--- src/hdl/video_pkg.sv ---
// video subsystem package: display modes, memory word union, geometry types, palette nibbles
package video_pkg;

	// display modes
	typedef enum logic [1:0] {
		mode_zx = 2'h0,
		mode_hc = 2'h1,
		mode_xc = 2'h2,
		mode_tx = 2'h3
	} render_mode_t;

	// zx view, attributes in the upper half
	typedef struct packed {
		logic [15:0] atr;
		logic [15:0] gfx;
	} zx_word_t;

	// one memory word as seen by each renderer mode
	typedef union packed {
		zx_word_t         zx;
		logic [7:0][3:0]  hc;
		logic [3:0][7:0]  xc;
	} vram_word_t;

	// word address into video memory
	typedef logic [9:0] vram_addr_t;

	// output pixel
	typedef logic [7:0] pixel_t;

	// raster positions
	typedef logic [9:0] hpos_t;
	typedef logic [9:0] line_t;

	// upper palette nibbles
	localparam logic [3:0] zx_pal = 4'hF;
	localparam logic [3:0] hc_pal = 4'hE;

	// border uses the same upper nibble as zx
	localparam logic [3:0] bdr_pal = 4'hF;

endpackage

--- src/hdl/vram_if.sv ---
// memory requester port interface with requester and arbiter modports
`timescale 1ns/100ps

interface vram_if;

	import video_pkg::*;

	logic       req;
	logic       we;
	vram_addr_t addr;
	vram_word_t wdata;
	logic       gnt;
	// valid the cycle after gnt on a read
	vram_word_t rdata;

	modport requester (
		output req, we, addr, wdata,
		input  gnt, rdata
	);

	modport arbiter (
		input  req, we, addr, wdata,
		output gnt, rdata
	);

endinterface

--- src/hdl/vram_arbiter.sv ---
// fixed-priority memory arbiter, video port ahead of host port
`timescale 1ns/100ps

module vram_arbiter (
	input  logic                  clk,
	input  logic                  arst_n,
	vram_if.arbiter               video,
	vram_if.arbiter               host,
	output logic                  ram_en,
	output logic                  ram_we,
	output video_pkg::vram_addr_t ram_addr,
	output video_pkg::vram_word_t ram_wdata,
	input  video_pkg::vram_word_t ram_rdata
);

	import video_pkg::*;

	logic       rd_video;
	logic       rd_host;
	vram_word_t video_hold;
	vram_word_t host_hold;

	// video always wins, host only when video is idle
	assign video.gnt = video.req;
	assign host.gnt  = host.req & ~video.req;

	assign ram_en    = video.gnt | host.gnt;
	assign ram_we    = video.gnt ? video.we : host.we & host.gnt;
	assign ram_addr  = video.gnt ? video.addr : host.addr;
	assign ram_wdata = video.gnt ? video.wdata : host.wdata;

	// remember who owns the read data coming next cycle
	always_ff @(posedge clk or negedge arst_n) begin
		if (!arst_n) begin
			rd_video <= 1'b0;
			rd_host  <= 1'b0;
		end else begin
			rd_video <= video.gnt & ~video.we;
			rd_host  <= host.gnt & ~host.we;
		end
	end

	// keep the last read word for a port that is not being served
	always_ff @(posedge clk) begin
		if (rd_video) begin
			video_hold <= ram_rdata;
		end
		if (rd_host) begin
			host_hold <= ram_rdata;
		end
	end

	assign video.rdata = rd_video ? ram_rdata : video_hold;
	assign host.rdata  = rd_host ? ram_rdata : host_hold;

endmodule

--- src/flat_wrapper.sv ---
// flat-port wrapper written by rule: the top's interface ports become plain ports
module vram_arbiter_flat import video_pkg::*;
  (clk, arst_n, ram_en, ram_we, ram_addr, ram_wdata, ram_rdata, video_req, video_we, video_addr, video_wdata, video_gnt, video_rdata, host_req, host_we, host_addr, host_wdata, host_gnt, host_rdata);
  vram_if video_i ();
  vram_if host_i ();
  input  logic clk;
  input  logic arst_n;
  output logic ram_en;
  output logic ram_we;
  output video_pkg::vram_addr_t ram_addr;
  output video_pkg::vram_word_t ram_wdata;
  input  video_pkg::vram_word_t ram_rdata;
  input wire logic [$bits(video_i.req)-1:0] video_req;
  input wire logic [$bits(video_i.we)-1:0] video_we;
  input wire logic [$bits(video_i.addr)-1:0] video_addr;
  input wire logic [$bits(video_i.wdata)-1:0] video_wdata;
  output wire logic [$bits(video_i.gnt)-1:0] video_gnt;
  output wire logic [$bits(video_i.rdata)-1:0] video_rdata;
  input wire logic [$bits(host_i.req)-1:0] host_req;
  input wire logic [$bits(host_i.we)-1:0] host_we;
  input wire logic [$bits(host_i.addr)-1:0] host_addr;
  input wire logic [$bits(host_i.wdata)-1:0] host_wdata;
  output wire logic [$bits(host_i.gnt)-1:0] host_gnt;
  output wire logic [$bits(host_i.rdata)-1:0] host_rdata;
  assign video_i.req = video_req;
  assign video_i.we = video_we;
  assign video_i.addr = video_addr;
  assign video_i.wdata = video_wdata;
  assign video_gnt = video_i.gnt;
  assign video_rdata = video_i.rdata;
  assign host_i.req = host_req;
  assign host_i.we = host_we;
  assign host_i.addr = host_addr;
  assign host_i.wdata = host_wdata;
  assign host_gnt = host_i.gnt;
  assign host_rdata = host_i.rdata;
  vram_arbiter u_core (.clk(clk), .arst_n(arst_n), .video(video_i), .host(host_i), .ram_en(ram_en), .ram_we(ram_we), .ram_addr(ram_addr), .ram_wdata(ram_wdata), .ram_rdata(ram_rdata));
endmodule
--- config.mk ---
export PLATFORM = sky130hd
export DESIGN_NAME = vram_arbiter_flat
export DESIGN_NICKNAME = d
export VERILOG_FILES = /design/src/hdl/video_pkg.sv /design/src/hdl/vram_if.sv /design/src/hdl/vram_arbiter.sv /design/src/flat_wrapper.sv
export SDC_FILE = /design/constraint.sdc
export NUM_CORES = 1
export LEC_CHECK = 0
export BUFFER_PORTS_ARGS = -buffer_cell sky130_fd_sc_hd__buf_2
export CAP_MARGIN = 20
export CORE_ASPECT_RATIO = 0.8
export CORE_MARGIN = 8
export CORE_UTILIZATION = 35
export DETAILED_ROUTE_END_ITERATION = 8
export GPL_TIMING_DRIVEN = 0
export PLACE_DENSITY = 0.74
export SYNTH_ARGS = -nofsm -noshare
export SYNTH_HDL_FRONTEND = slang
export SYNTH_SLANG_ARGS = --single-unit
--- constraint.sdc ---
create_clock -name clk -period 1 [get_ports clk]
set_input_delay 0.05 -clock clk [delete_from_list [all_inputs] [get_ports clk]]
set_output_delay 0.05 -clock clk [all_outputs]
set_load 0.03 [all_outputs]
-- After elaboration in Yosys (flattened, before gate mapping)
Cells that the tools add are included.
W data, S select, Z words.
- bits in registers: 66
- input port bits: 122
- output and inout port bits: 110
- logic and storage cells: 17
- multiplexer cells: 5
- bitwise operators: 8
- operators with widths (cell ; count):
    $mux W32 ; 3
    $mux W10 ; 1
    $and A1 B1 Y1 ; 4
    $not A1 Y1 ; 3
    $mux W1 ; 1
    $or A1 B1 Y1 ; 1

-- Depth between registers and ports, before layout
Gate-level depths: netlist of run 1.
- depth after elaboration: 4
- depth in mapped cells: 3
- depth with buffers taken out: 2

-- Worst setup path after synthesis of run 1
Ideal clock, no wire load.
- path type: flip-flop to flip-flop
- start: register u_core.rd_video
- end: register u_core.video_hold[1] (netlist bit)
- setup time: 0.153 ns
- data arrival time: 0.990 ns
- data required time: 0.847 ns
- slack: -0.143 ns
- cell stages (with the launch flop): 4
- buffers on the path: 2
- period minus slack after synthesis: 1.143 ns
- cells stage by stage: dfrtp_1 -> buf_6 -> buf_6 -> mux2_2
- cells in the longest elaborated chain, start to end: 1
- ends and longest elaborated chain (what ; RTL line ; text):
    start, declared ; vram_arbiter.sv:18 ; logic rd_video;
    start signal, assigned ; vram_arbiter.sv:38 ; rd_video <= video.gnt & ~video.we;
    $mux W32 ; -- ;
    net video_rdata[1] ; flat_wrapper.sv:18 ; output wire logic [$bits(video_i.rdata)-1:0] video_rdata;
    end signal, assigned ; vram_arbiter.sv:46 ; video_hold <= ram_rdata;
    end, declared ; vram_arbiter.sv:20 ; vram_word_t video_hold;
The timed path passes the listed nets, and every way through them passes these cells.

-- Worst setup path in the final report of run 1
- start: register u_core.rd_host
- end: output port host_rdata[17]
- cells in the longest elaborated chain, start to end: 1
- ends and longest elaborated chain (what ; RTL line ; text):
    start, declared ; vram_arbiter.sv:19 ; logic rd_host;
    start signal, assigned ; vram_arbiter.sv:39 ; rd_host <= host.gnt & ~host.we;
    $mux W32 ; vram_arbiter.sv:54 ; assign host.rdata = rd_host ? ram_rdata : host_hold;
    end, declared ; flat_wrapper.sv:24 ; output wire logic [$bits(host_i.rdata)-1:0] host_rdata;
Every way passes these cells.

==> results of run 1 <==
flip-flops by register name, summed over array words and instances, names as in the netlist:
name	cells
u_core.rd_video	1
u_core.video_hold	32
u_core.host_hold	32
u_core.rd_host	1
synth_stat cells:
| master | instances |
|---|---|
| dfxtp_1 | 64 |
| mux2_4 | 43 |
| buf_6 | 10 |
| dfrtp_1 | 2 |
| buf_12 | 3 |
| a22o_1 | 1 |
| mux2_2 | 63 |
| or2_2 | 1 |
| nor2b_1 | 3 |
| buf_4 | 1 |
cell type report:
cell class	count	area share (%)
well taps	108	2.536
multi-input cells	111	30.12
clock inverters	6	2.559
clock buffers	10	2.395
repair buffers	244	32.90
flip-flops and latches	66	24.98
plain buffers	14	4.508
layer usage:
metal | GRT usage, % | routed length [um] | vias to the layer above
met5 | 0 | 0 | -
met4 | 3.929 | 89 | 0
met3 | 8.769 | 956 | 8
met2 | 31.18 | 5623 | 128
met1 | 15.91 | 3909 | 1191
li1 | - | - | 1181
per-stage QoR:
stage,area (sq um),total power [uW],worst slack (ns),hold WS (ns)
detailed placement,4257,6444,-0.2190,-0.1608
floorplan,2970,5493,-0.1354,-0.2456
global route,5329,10780,-0.5903,-0.04118
global placement,4257,6379,-0.2077,-0.1646
finish,5329,10360,-0.5431,-0.02515
CTS,5097,10160,-0.5629,-0.04892
worst reg2reg max path: stages (launching register included):
cell	delay, ns
dfrtp_1	0.38
buf_8	0.16
clkbuf_16	0.17
mux2_4	0.31
buf_6	0.11
power groups by stage:
stage          logic, uW  registers [uW]  clock network [uW]
6_report            4170            3230                2950
5_1_grt             4360            3270                3160
3_3_place_gp        3140            3240                   0
2_1_floorplan       2270            3220                   0
3_5_place_dp        3190            3260                   0
4_1_cts             3950            3210                3010
repair_timing:
action	in CTS	in global routing
cloned	0	4
gates resized for setup	157	30
buffers inserted	4	3
endpoints found under the hold margin	67	60
endpoints found under the setup margin	124	127
layout by cell type, fill, tap and decap left out:
cell type,instances
clkbuf_8,9
buf_6,71
dfrtp_1,2
or2_2,1
buf_4,3
a22o_1,1
dlygate4sd3_1,3
buf_12,9
clkbuf_1,1
dfxtp_1,64
mux2_2,6
clkinvlp_4,1
nor2b_2,1
bufinv_16,4
buf_2,166
inv_6,1
clkbuf_16,4
buf_8,2
mux2_4,100
nor2b_1,2
path summary, 6_finish.rpt:
check | startpoint | end | depth (start not counted)
max in group asynchronous | arst_n | u_core.rd_video | 2
worst min-delay path | ram_rdata[9] | u_core.video_hold[9] | 2
worst max register to register | u_core.rd_video | u_core.video_hold[20] | 4
min in group asynchronous | arst_n | u_core.rd_host | 2
worst min register to register | u_core.video_hold[9] | u_core.video_hold[9] | 1
worst max-delay path | u_core.rd_host | host_rdata[17] | 4
cells by family (layout without fill, tap and decap cells):
| logic type | after synthesis | after routing |
|---|---|---|
| and+or+nand+nor | 4 | 4 |
| DFF | 66 | 66 |
| AOI/OAI and AO/OA | 1 | 1 |
| muxes | 106 | 106 |
| buffers and inverters | 14 | 274 |
==> key figures, run 1 <==
Outcome
  • Status: finished, violations left
  • Failing checks: hold timing, setup timing

Synth
  • Post-synthesis mux area share: 46.72%
  • Largest family of logic cells by synthesized area: multiplexers
  • Adder-Cell Fraction of Synth Area: 0%
  • Cells after Synth: 191
  • Area share of the largest cell type after synthesis: between 40 and 50%
  • Sequential element share of the synthesized area: 45.90%
  • Synth area leaders: dfxtp_1, mux2_2, mux2_4
  • Netlist cell types: 10
  • Avg Inst Size Synth: 15.18 sq um
  • Total of warnings raised by yosys: 0
  • Synth Area in Simple Gates: less than 1%
  • Post-synthesis compound-gate area fraction: 0.3020%
  • Post-Synth XOR/XNOR Area: 0%
  • Cell area after synthesis: 0.002900 sq mm
  • Synthesized Nets: 313
  • Post-synthesis register bit count: 66
  • Leading area contributor after synthesis: dfxtp_1

Die
  • Die H: 97.42 um
  • Starting density of the core: a little over a third
  • I/O Pins: about 230
  • Site row count: 29
  • Die Area: 0.01147 sq mm
  • Core box area: approximately 0.0080 sq mm
  • Die Width: 117.8 um

Critical path
  • CP max stage cell: dfrtp_1
  • Worst Path Class, Setup: register to primary output
  • Largest stage delay on the critical path: 0.38 ns
  • Crit path buf inv count: 3
  • Largest delay share family, worst path: buffers and inverters
  • Crit end category: primary output
  • CP Cell Sequence: buf_8 > clkbuf_16 > mux2_4 > buf_6
  • Worst Path Max Fanout: 7
  • CP Data Required Time: ~0.95 ns
  • R2R Setup Slk: -0.22 ns
  • Worst Setup Start Kind: register
  • WP data arrival: 1.49 ns

Finish
  • Post-layout net count: 568
  • Filler Cells Inserted: 567
  • Diodes inserted: 0
  • Multi-input gate area: ~0.0016 sq mm
  • Fin util: 66.76%
  • Area Overhead vs Synth: 83.74%
  • Ratio of cells with drive above 1 in the final layout: between 80% and 90%
  • Register Area: roughly 0.0013 sq mm
  • Final std cells w/o fill: 559

Clock tree
  • Clock insertion delay at the later pin of the skew report: ~0.34 ns
  • Max Root-Sink Buffers: 2
  • CTS Buf Count: 9
  • H-tree depth: 3
  • Num Clock Sinks: 66
  • Clock transition at path regs: about 0.07 ns
  • Root Buffer: clkbuf_8
  • CTS tree: done
  • Hold buffers post-CTS: 3

GRT
  • Largest net degree at the start of global routing: 13
  • Gr usage total: ~17%
  • Number of antenna violations at the first check in global routing: 0
  • Via count of the first global-routing pass: 2885
  • Gr ovfl total: 0
  • First-pass GRT wire length: 15.55 mm

Pwr
  • Comb pwr share: 40.3%
  • Net Sw Power: 3286 uW
  • Pwr Density: 1943 mW/mm^2
  • Internal Pwr Total: 7070 uW
  • Switching share of power: 31.73%
  • Peak VDD IR: 1.116 mV
  • Part of the power in the clock network: 28.5%
  • Flop pwr share: 31.2%
  • Leakage power: 0.002744 uW

STA
  • RSZ-0062 raised after global routing: yes
  • Final worst slack: -0.5431 ns
  • Max Freq: 648.0 MHz
  • Setup TNS: -40.04 ns
  • Minimum hold slack: -0.02515 ns
  • Final setup violation count: 127
  • Clock skew: 0.01183 ns
  • Slew Limit Fails: 0
  • Period minus WS final: 1.543 ns
  • Final hold violations: 53
  • Slew HR: slightly below 90%
  • Final Cycle Share: 154.3%
  • Worst Max-Slew Pin Slew: 0.1823 ns

Detailed routing
  • Post-route ant nets: 0
  • Via count: approximately 2.5k
  • Iter 0 DRT Violations: between 80 and 90
  • Vias per Instance: 4.487
  • DRC viols: 0
  • WL/cell: 18.92 um
  • Final WL: 10.58 mm
  • Initial DRT Pass Iterations: 4

Placement
  • Placed wire-length estimate: 7.708 mm
  • Post-Place Cells: 529
  • Port Buf Inserts: 230
  • Gpl congestion: 0.7331

Min path
  • Hold Crit Class: input port to register

Job
  • Max cap viols: 0
Power figures use the tool's default switching activity.
==> run 2, diff against run 1 <==
--- a/config.mk
+++ b/config.mk
@@ -5,10 +5,11 @@
 export SDC_FILE = /design/constraint.sdc
 export NUM_CORES = 1
 export LEC_CHECK = 0
+export ABC_AREA = 1
 export BUFFER_PORTS_ARGS = -buffer_cell sky130_fd_sc_hd__buf_2
 export CAP_MARGIN = 20
 export CORE_ASPECT_RATIO = 0.8
-export CORE_MARGIN = 8
+export CORE_MARGIN = 2
 export CORE_UTILIZATION = 35
 export DETAILED_ROUTE_END_ITERATION = 8
 export GPL_TIMING_DRIVEN = 0
==> run 2 against run 1 <==
  * The flow still finishes with violations (hold timing, setup timing)
  * Clock-buffer cell count unchanged
  * Die area decreased by 21%
  * First-iteration DRC count increased by 43%
  * Combinational power decreased by 3%
  * Fmax increased by 7.6%
  * Cell area increased by 6.6%
  * Worst hold slack got worse by 0.024 ns
  * Largest power group unchanged
==> key figures, run 2 <==
Clock tree
  • CTS Buf Count: 9 (unchanged)
  • H-tree depth: 3 (unchanged)
  • Clock transition at path regs: 0.08 ns (about the same)
  • Clock insertion delay at the later pin of the skew report: 0.34 ns (about the same)
  • Hold buffers post-CTS: 5 (+2)
  • Max Root-Sink Buffers: 2 (unchanged)
  • CTS tree: done
  • Num Clock Sinks: 66 (unchanged)
  • Root Buffer: clkbuf_8

Pwr
  • Leakage power: 0.002938 uW (+7.1%)
  • Total power: 9448 uW (-8.8%)
  • Peak VDD IR: 1.121 mV (+0.51%)
  • Pwr Density: 1664 mW/mm^2 (-14%)

Detailed routing
  • Initial DRT Pass Iterations: 5 (+1)
  • Final WL: 11.34 mm (+7.2%)
  • DRC viols: 0 (unchanged)
  • Vias per Instance: 4.430 (-1.3%)
  • Post-route ant nets: 0 (unchanged)
  • WL/cell: 14.52 um (-23%)
  • Iter 0 DRT Violations: 117 (+43%)
  • Via count: 3460 (+38%)

Placement
  • Dpl cell area: 0.004795 sq mm (+13%)
  • Port Buf Inserts: 230 (unchanged)
  • Gpl congestion: 0.9280 (+27%)
  • Placed wire-length estimate: 8.675 mm (+13%)

GRT
  • Number of antenna violations at the first check in global routing: 0 (unchanged)
  • Gr usage total: 24.11% (+7.4 points)
  • Via count of the first global-routing pass: 3394 (+18%)
  • Gr ovfl total: 0 (unchanged)
  • First-pass GRT wire length: 16.92 mm (+8.8%)
  • Largest net degree at the start of global routing: 13 (unchanged)

Synth
  • Synthesized Nets: 539 (+72%)
  • Cell with the most instances after synthesis: nand2_1
  • Netlist cell types: 15 (+5)
  • Count of flip-flops with a built-in enable after synthesis: 0 (unchanged)
  • Leading area contributor after synthesis: dfxtp_1
  • Post-synthesis register bit count: 66 (unchanged)
  • Synth area leaders: dfxtp_1, nand2_1, inv_1
  • Area share of the largest cell type after synthesis: 43.95% (-0.23 points)
  • Main synth FF type: dfxtp_1
  • Cell area after synthesis: 0.002915 sq mm (+0.52%)
  • Sequential element share of the synthesized area: 45.67% (-0.24 points)
  • Cells after Synth: 417 (+120%)
  • Avg Inst Size Synth: 6.991 sq um (-54%)
  • Synth top cells by count: nand2_1, inv_1, dfxtp_1
  • Total of warnings raised by yosys: 0 (unchanged)
  • Ys async rst share: 3.030% (unchanged)

STA
  • Minimum hold slack: -0.04957 ns (-0.02442 ns)
  • RSZ-0062 raised after global routing: yes
  • Slew Limit Fails: 0 (unchanged)
  • Final setup violation count: 64 (-50%)
  • Final hold violations: 59 (+11%)
  • Period minus WS final: 1.434 ns (-0.1089 ns)
  • Clock skew: 0.009413 ns (-0.002415 ns)
  • Final Cycle Share: 143.4% (-11 points)
  • Final worst slack: -0.4343 ns (+0.1089 ns)
  • Slew HR: 85.68% (-2.2 points)
  • Worst Max-Slew Pin Slew: 0.2148 ns (+0.03242 ns)
  • Max Freq: 697.2 MHz (+7.6%)

Critical path
  • R2R Setup Slk: 0.01 ns (+0.23 ns)
  • Crit end category: primary output
  • Largest delay share family, worst path: buffers and inverters
  • CP Cell Sequence: buf_8 > buf_12 > o21ai_4 > buf_6
  • WP data arrival: 1.38 ns (-0.11 ns)
  • Largest stage delay on the critical path: 0.39 ns (about the same)
  • CP max stage cell: dfrtp_1
  • Worst Setup Start Kind: register
  • Worst r2r path cells: 4 (unchanged)
  • End of the worst register-to-register path: u_core.host_hold[29]
  • CP Data Required Time: 0.95 ns (about the same)
  • Worst Path Max Fanout: 10 (+3)
  • Reg2reg start: u_core.rd_host
  • Crit path buf inv count: 3 (unchanged)
  • Worst Path Class, Setup: register to primary output

Die
  • Die Area: 0.009080 sq mm (-21%)
  • Site row count: 29 (unchanged)
  • Die H: 85.63 um (-12%)
  • I/O Pins: 232 (unchanged)
  • Die Width: 106.0 um (-10%)
  • Core box area: 0.008019 sq mm (+0.45%)
  • Starting density of the core: 36.36% (about the same)

Finish
  • Area Overhead vs Synth: 94.81%
  • Filler Cells Inserted: 621 (+9.5%)
  • Ratio of cells with drive above 1 in the final layout: 56.91% (-27 points)
  • Post-route cell area: 0.005679 sq mm (+6.6%)
  • Post-layout net count: 790 (+39%)
  • Diodes inserted: 0 (unchanged)
  • Most frequent standard cell in the layout excluding fill and tap cells: buf_2
  • Most frequent cells in the layout: buf_2, nand2_1, buf_6
  • Top flop regs: u_core.host_hold (32), u_core.video_hold (32)
  • Fin util: 70.82% (+4.1 points)

Min path
  • Hold Crit Start: ram_rdata[0]
  • Hold Path End: u_core.host_hold[0]
  • Hold Crit Class: input port to register
  • Hold path depth: 3 (+1)

Job
  • Max cap viols: 0 (unchanged)

Outcome
  • Failing checks: hold timing, setup timing
  • Status: finished, violations left
## run 2: changes by cell type in the layout (fill, tap and decap cells not counted), sizes merged, moves of 3 or more
| cell | delta |
|---|---|
| nand2 | +193 |
| o21ai | +64 |
| buf | +8 |
| clkinv | +3 |
| mux2 | -106 |
| bufinv | -3 |
| nor2b | -3 |
| clkbuf | -4 |
| inv | +66 |
## run 2: worst max-delay path by stage
stage / from / to / cells past startpoint
after floorplan: u_core.rd_video / u_core.video_hold[0] / 4
after global placement: u_core.rd_host / host_rdata[30] / 5
after detailed placement: u_core.rd_host / host_rdata[30] / 5
after CTS: u_core.rd_host / host_rdata[21] / 5
after global routing: u_core.rd_video / video_rdata[2] / 5
final: u_core.rd_host / host_rdata[29] / 4
## run 2: logic make-up after synthesis
family / synth area share (%)
AND/OR/NAND/NOR: 26.22
buffers and inverters: 17.12
flip-flops: 45.67
AO/OA/AOI/OAI: 10.99
## run 2: area by class of cell
cell class / count / area, sq um / area share [%]
inverter: 66 / 255.2 / 4.494
tap: 108 / 135.1 / 2.379
clock inverter: 6 / 65.06 / 1.146
timing repair buffer: 240 / 1618 / 28.49
multi-input combinational: 261 / 1810 / 31.88
clock buffer: 10 / 137.6 / 2.423
sequential: 66 / 1331 / 23.44
buffer: 24 / 326.6 / 5.750
## run 2: power by group
part	leakage (uW)	switching (uW)	internal, uW	total (uW)
sequential	0.000565	106	3030	3140
combinational	0.00227	2380	1660	4030
clock	0.000103	1050	1220	2270
## run 2: through the flow
| step | setup WS, ns | TNS [ns] | instances |
|---|---|---|---|
| 2_1_floorplan | -0.1659 | -2.680 | 417 |
| 6_report | -0.4343 | -26.13 | 781 |
| 3_3_place_gp | -0.1646 | -5.750 | 755 |
| 5_1_grt | -0.4971 | -29.74 | 781 |
| 4_1_cts | -0.4445 | -27.13 | 779 |
| 3_5_place_dp | -0.1898 | -6.963 | 755 |
## run 2: worst min-delay path, stage by stage
cell	delay (ns)
buf_2	0.09
nand2_1	0.06
o21ai_2	0.07
## run 2: metal layers
| layer | vias to the layer above | GRT usage [%] | share of wire [%] |
|---|---|---|---|
| met3 | 19 | 6.839 | 6.1 |
| met2 | 138 | 43.81 | 51 |
| met1 | 1558 | 27.39 | 41 |
| met4 | 0 | 8.014 | 2.0 |
| met5 | - | 0 | 0 |
| li1 | 1745 | - | - |
## run 2: what timing repair did
item                                   4_1_cts  5_1_grt
gates cloned                                 0        1
pin swaps                                    1        0
resized for setup                          141       44
endpoints found under the hold margin       68       64
setup endpoints to repair                   72       91
setup buffers                                3        1
==> run 3, diff against run 2 <==
--- a/config.mk
+++ b/config.mk
@@ -10,10 +10,10 @@
 export CAP_MARGIN = 20
 export CORE_ASPECT_RATIO = 0.8
 export CORE_MARGIN = 2
-export CORE_UTILIZATION = 35
+export CORE_UTILIZATION = 34
 export DETAILED_ROUTE_END_ITERATION = 8
 export GPL_TIMING_DRIVEN = 0
-export PLACE_DENSITY = 0.74
+export PLACE_DENSITY = 0.72
 export SYNTH_ARGS = -nofsm -noshare
 export SYNTH_HDL_FRONTEND = slang
 export SYNTH_SLANG_ARGS = --single-unit
==> run 3 against run 2 <==
  * Wire length up 3.3%
  * Sequential power about the same
  * Utilization down 1.7 points
  * Critical endpoint is now video_rdata[14]
  * Clock skew up 0.0035 ns
  * Flip-flop and latch count unchanged
  * First-iteration DRC count down 5.1%
  * The flow still finishes with violations (hold timing, setup timing)
  * Clock power up 31%
  * Worst hold slack worse by 0.0033 ns
  * Combinational power up 2%
==> key figures, run 3 (synthesized netlist as in run 2, its figures left out) <==
Critical path
  • Crit end category: primary output
  • Worst Path Max Fanout: 10 (unchanged)
  • Worst Path Class, Setup: register to primary output
  • CP Data Required Time: 0.95 ns (about the same)
  • CP Launch Point: u_core.rd_video
  • Reg2reg start: u_core.rd_video
  • Worst Setup Start Kind: register
  • WP data arrival: 1.39 ns (about the same)

GRT
  • Gr usage total: 24.61% (+0.50 points)
  • Gr ovfl total: 0 (unchanged)
  • Largest net degree at the start of global routing: 13 (unchanged)
  • First-pass GRT wire length: 17.64 mm (+4.3%)
  • Via count of the first global-routing pass: 3527 (+3.9%)
  • Number of antenna violations at the first check in global routing: 0 (unchanged)

Min path
  • Hold Crit Class: input port to register
  • Hold Crit Start: ram_rdata[11]

Detailed routing
  • Post-route ant nets: 0 (unchanged)
  • DRC viols: 0 (unchanged)
  • Iter 0 DRT Violations: 111 (-5.1%)
  • Vias per Instance: 4.465 (+0.78%)
  • Via count: 3505 (+1.3%)
  • Initial DRT Pass Iterations: 4 (-1)
  • WL/cell: 14.93 um (+2.8%)
  • Final WL: 11.72 mm (+3.3%)

Pwr
  • Total power: 10230 uW (+8.2%)
  • Internal Pwr Total: 6645 uW (+12%)
  • Leakage power: 0.002976 uW (+1.3%)
  • Comb pwr share: 40.1% (-2.6 points)
  • Peak VDD IR: 1.012 mV (-9.8%)
  • Net Sw Power: 3580 uW (+1.2%)
  • Switching share of power: 35.01% (-2.4 points)
  • Flop pwr share: 30.7% (-2.5 points)
  • Part of the power in the clock network: 29.2% (+5.1 points)
  • Pwr Density: 1760 mW/mm^2 (+5.8%)

Clock tree
  • H-tree depth: 3 (unchanged)
  • Num Clock Sinks: 66 (unchanged)
  • Clock insertion delay at the later pin of the skew report: 0.35 ns (about the same)
  • CTS Buf Count: 9 (unchanged)
  • Hold buffers post-CTS: 5 (unchanged)
  • Clock transition at path regs: 0.07 ns (about the same)
  • Root Buffer: clkbuf_8
  • Max Root-Sink Buffers: 2 (unchanged)
  • CTS tree: done

Finish
  • Fin util: 69.08% (-1.7 points)
  • Final std cells w/o fill: 785 (+0.51%)
  • Diodes inserted: 0 (unchanged)
  • Most frequent cells in the layout: buf_2, nand2_1, buf_6
  • Most frequent standard cell in the layout excluding fill and tap cells: buf_2
  • Filler Cells Inserted: 664 (+6.9%)
  • Top flop regs: u_core.host_hold (32), u_core.video_hold (32)
  • Ratio of cells with drive above 1 in the final layout: 56.91% (unchanged)
  • Area Overhead vs Synth: 99.23%
  • Post-layout net count: 790 (unchanged)

STA
  • Clock skew: 0.01290 ns (+0.003482 ns)
  • Slew Limit Fails: 0 (unchanged)
  • Final hold violations: 61 (+3.4%)
  • Final Cycle Share: 143.8% (+0.36 points)
  • Period minus WS final: 1.438 ns (+0.003582 ns)
  • Minimum hold slack: -0.05284 ns (-0.003268 ns)
  • Max Freq: 695.5 MHz (-0.25%)
  • Final setup violation count: 65 (+1.6%)
  • Worst Max-Slew Pin Slew: 0.2200 ns (+0.005231 ns)
  • RSZ-0062 raised after global routing: yes
  • Slew HR: 85.33% (-0.35 points)
  • Final worst slack: -0.4378 ns (-0.003582 ns)

Die
  • Die Width: 107.5 um (+1.4%)
  • Starting density of the core: 34.67% (-1.7 points)
  • Die H: 86.82 um (+1.4%)
  • I/O Pins: 232 (unchanged)
  • Core box area: 0.008408 sq mm (+4.9%)
  • Die Area: 0.009335 sq mm (+2.8%)
  • Site row count: 30 (+3.4%)

Job
  • Max cap viols: 0 (unchanged)

Placement
  • Gpl congestion: 0.8696 (-6.3%)
  • Port Buf Inserts: 230 (unchanged)
  • Placed wire-length estimate: 8.841 mm (+1.9%)
  • Post-Place Cells: 759 (+0.53%)

Outcome
  • Status: finished, violations left
  • Failing checks: hold timing, setup timing
[run 3: changes by cell type in the layout (fill, tap and decap cells not counted), sizes merged]
cell and change:
clkbuf +1, buf -1, bufinv +3, clkinv -3
[run 3: power by group through the flow]
| stage | Clock, uW | Sequential, uW | Combinational [uW] |
|---|---|---|---|
| 2_1_floorplan | 0 | 3170 | 2400 |
| 3_3_place_gp | 0 | 3180 | 3310 |
| 3_5_place_dp | 0 | 3200 | 3360 |
| 4_1_cts | 3050 | 3140 | 3960 |
| 5_1_grt | 3120 | 3180 | 4320 |
| 6_report | 2980 | 3140 | 4100 |
[run 3: area by class of cell]
| class | instances | area [sq um] | share of cell area, % |
|---|---|---|---|
| Buffer | 24 | 335.3 | 5.773 |
| Clock buffer | 10 | 127.6 | 2.197 |
| Clock inverter | 6 | 136.4 | 2.348 |
| Inverter | 66 | 255.2 | 4.395 |
| Multi-Input combinational cell | 261 | 1826 | 31.43 |
| Sequential cell | 66 | 1331 | 22.92 |
| Tap cell | 112 | 140.1 | 2.413 |
| Timing Repair Buffer | 240 | 1657 | 28.52 |
[run 3: worst max-delay path: stages (launching register included)]
cell     delay (ns)
dfrtp_1        0.40
buf_6          0.16
buf_6          0.18
o21ai_4        0.16
buf_6          0.15
[run 3: per-layer routing]
layer,vias to the layer above,wire (um),GRT usage (%)
li1,1750,-,-
met1,1584,4554,28.13
met2,147,6015,43.80
met3,24,866,7.143
met4,0,281,8.974
met5,-,0,0
[run 3: per-stage QoR]
step                worst slack (ns)  TNS [ns]  instance area, sq um
floorplan                    -0.1659    -2.680                  3508
detailed placement           -0.1695    -6.342                  4800
CTS                          -0.4520    -26.95                  5594
global route                 -0.4931    -30.12                  5808
global placement             -0.1773    -5.909                  4800
finish                       -0.4378    -26.10                  5808
[run 3: timing repair]
action,CTS,global route
gates cloned,0,2
setup endpoints to repair,64,89
buffers inserted,2,1
resized for setup,143,53
endpoints found under the hold margin,68,61
pin swaps,1,1
[run 3: path summary, 6_finish.rpt]
kind                                             end  slack [ns]  cells after the start
worst max-delay path                 video_rdata[14]       -0.44                      4
worst min-delay path            u_core.host_hold[11]       -0.05                      3
worst max register to register  u_core.video_hold[3]           0                      4
worst min register to register   u_core.host_hold[0]        0.46                      2
max in group asynchronous             u_core.rd_host        0.84                      2
min in group asynchronous            u_core.rd_video        0.04                      2
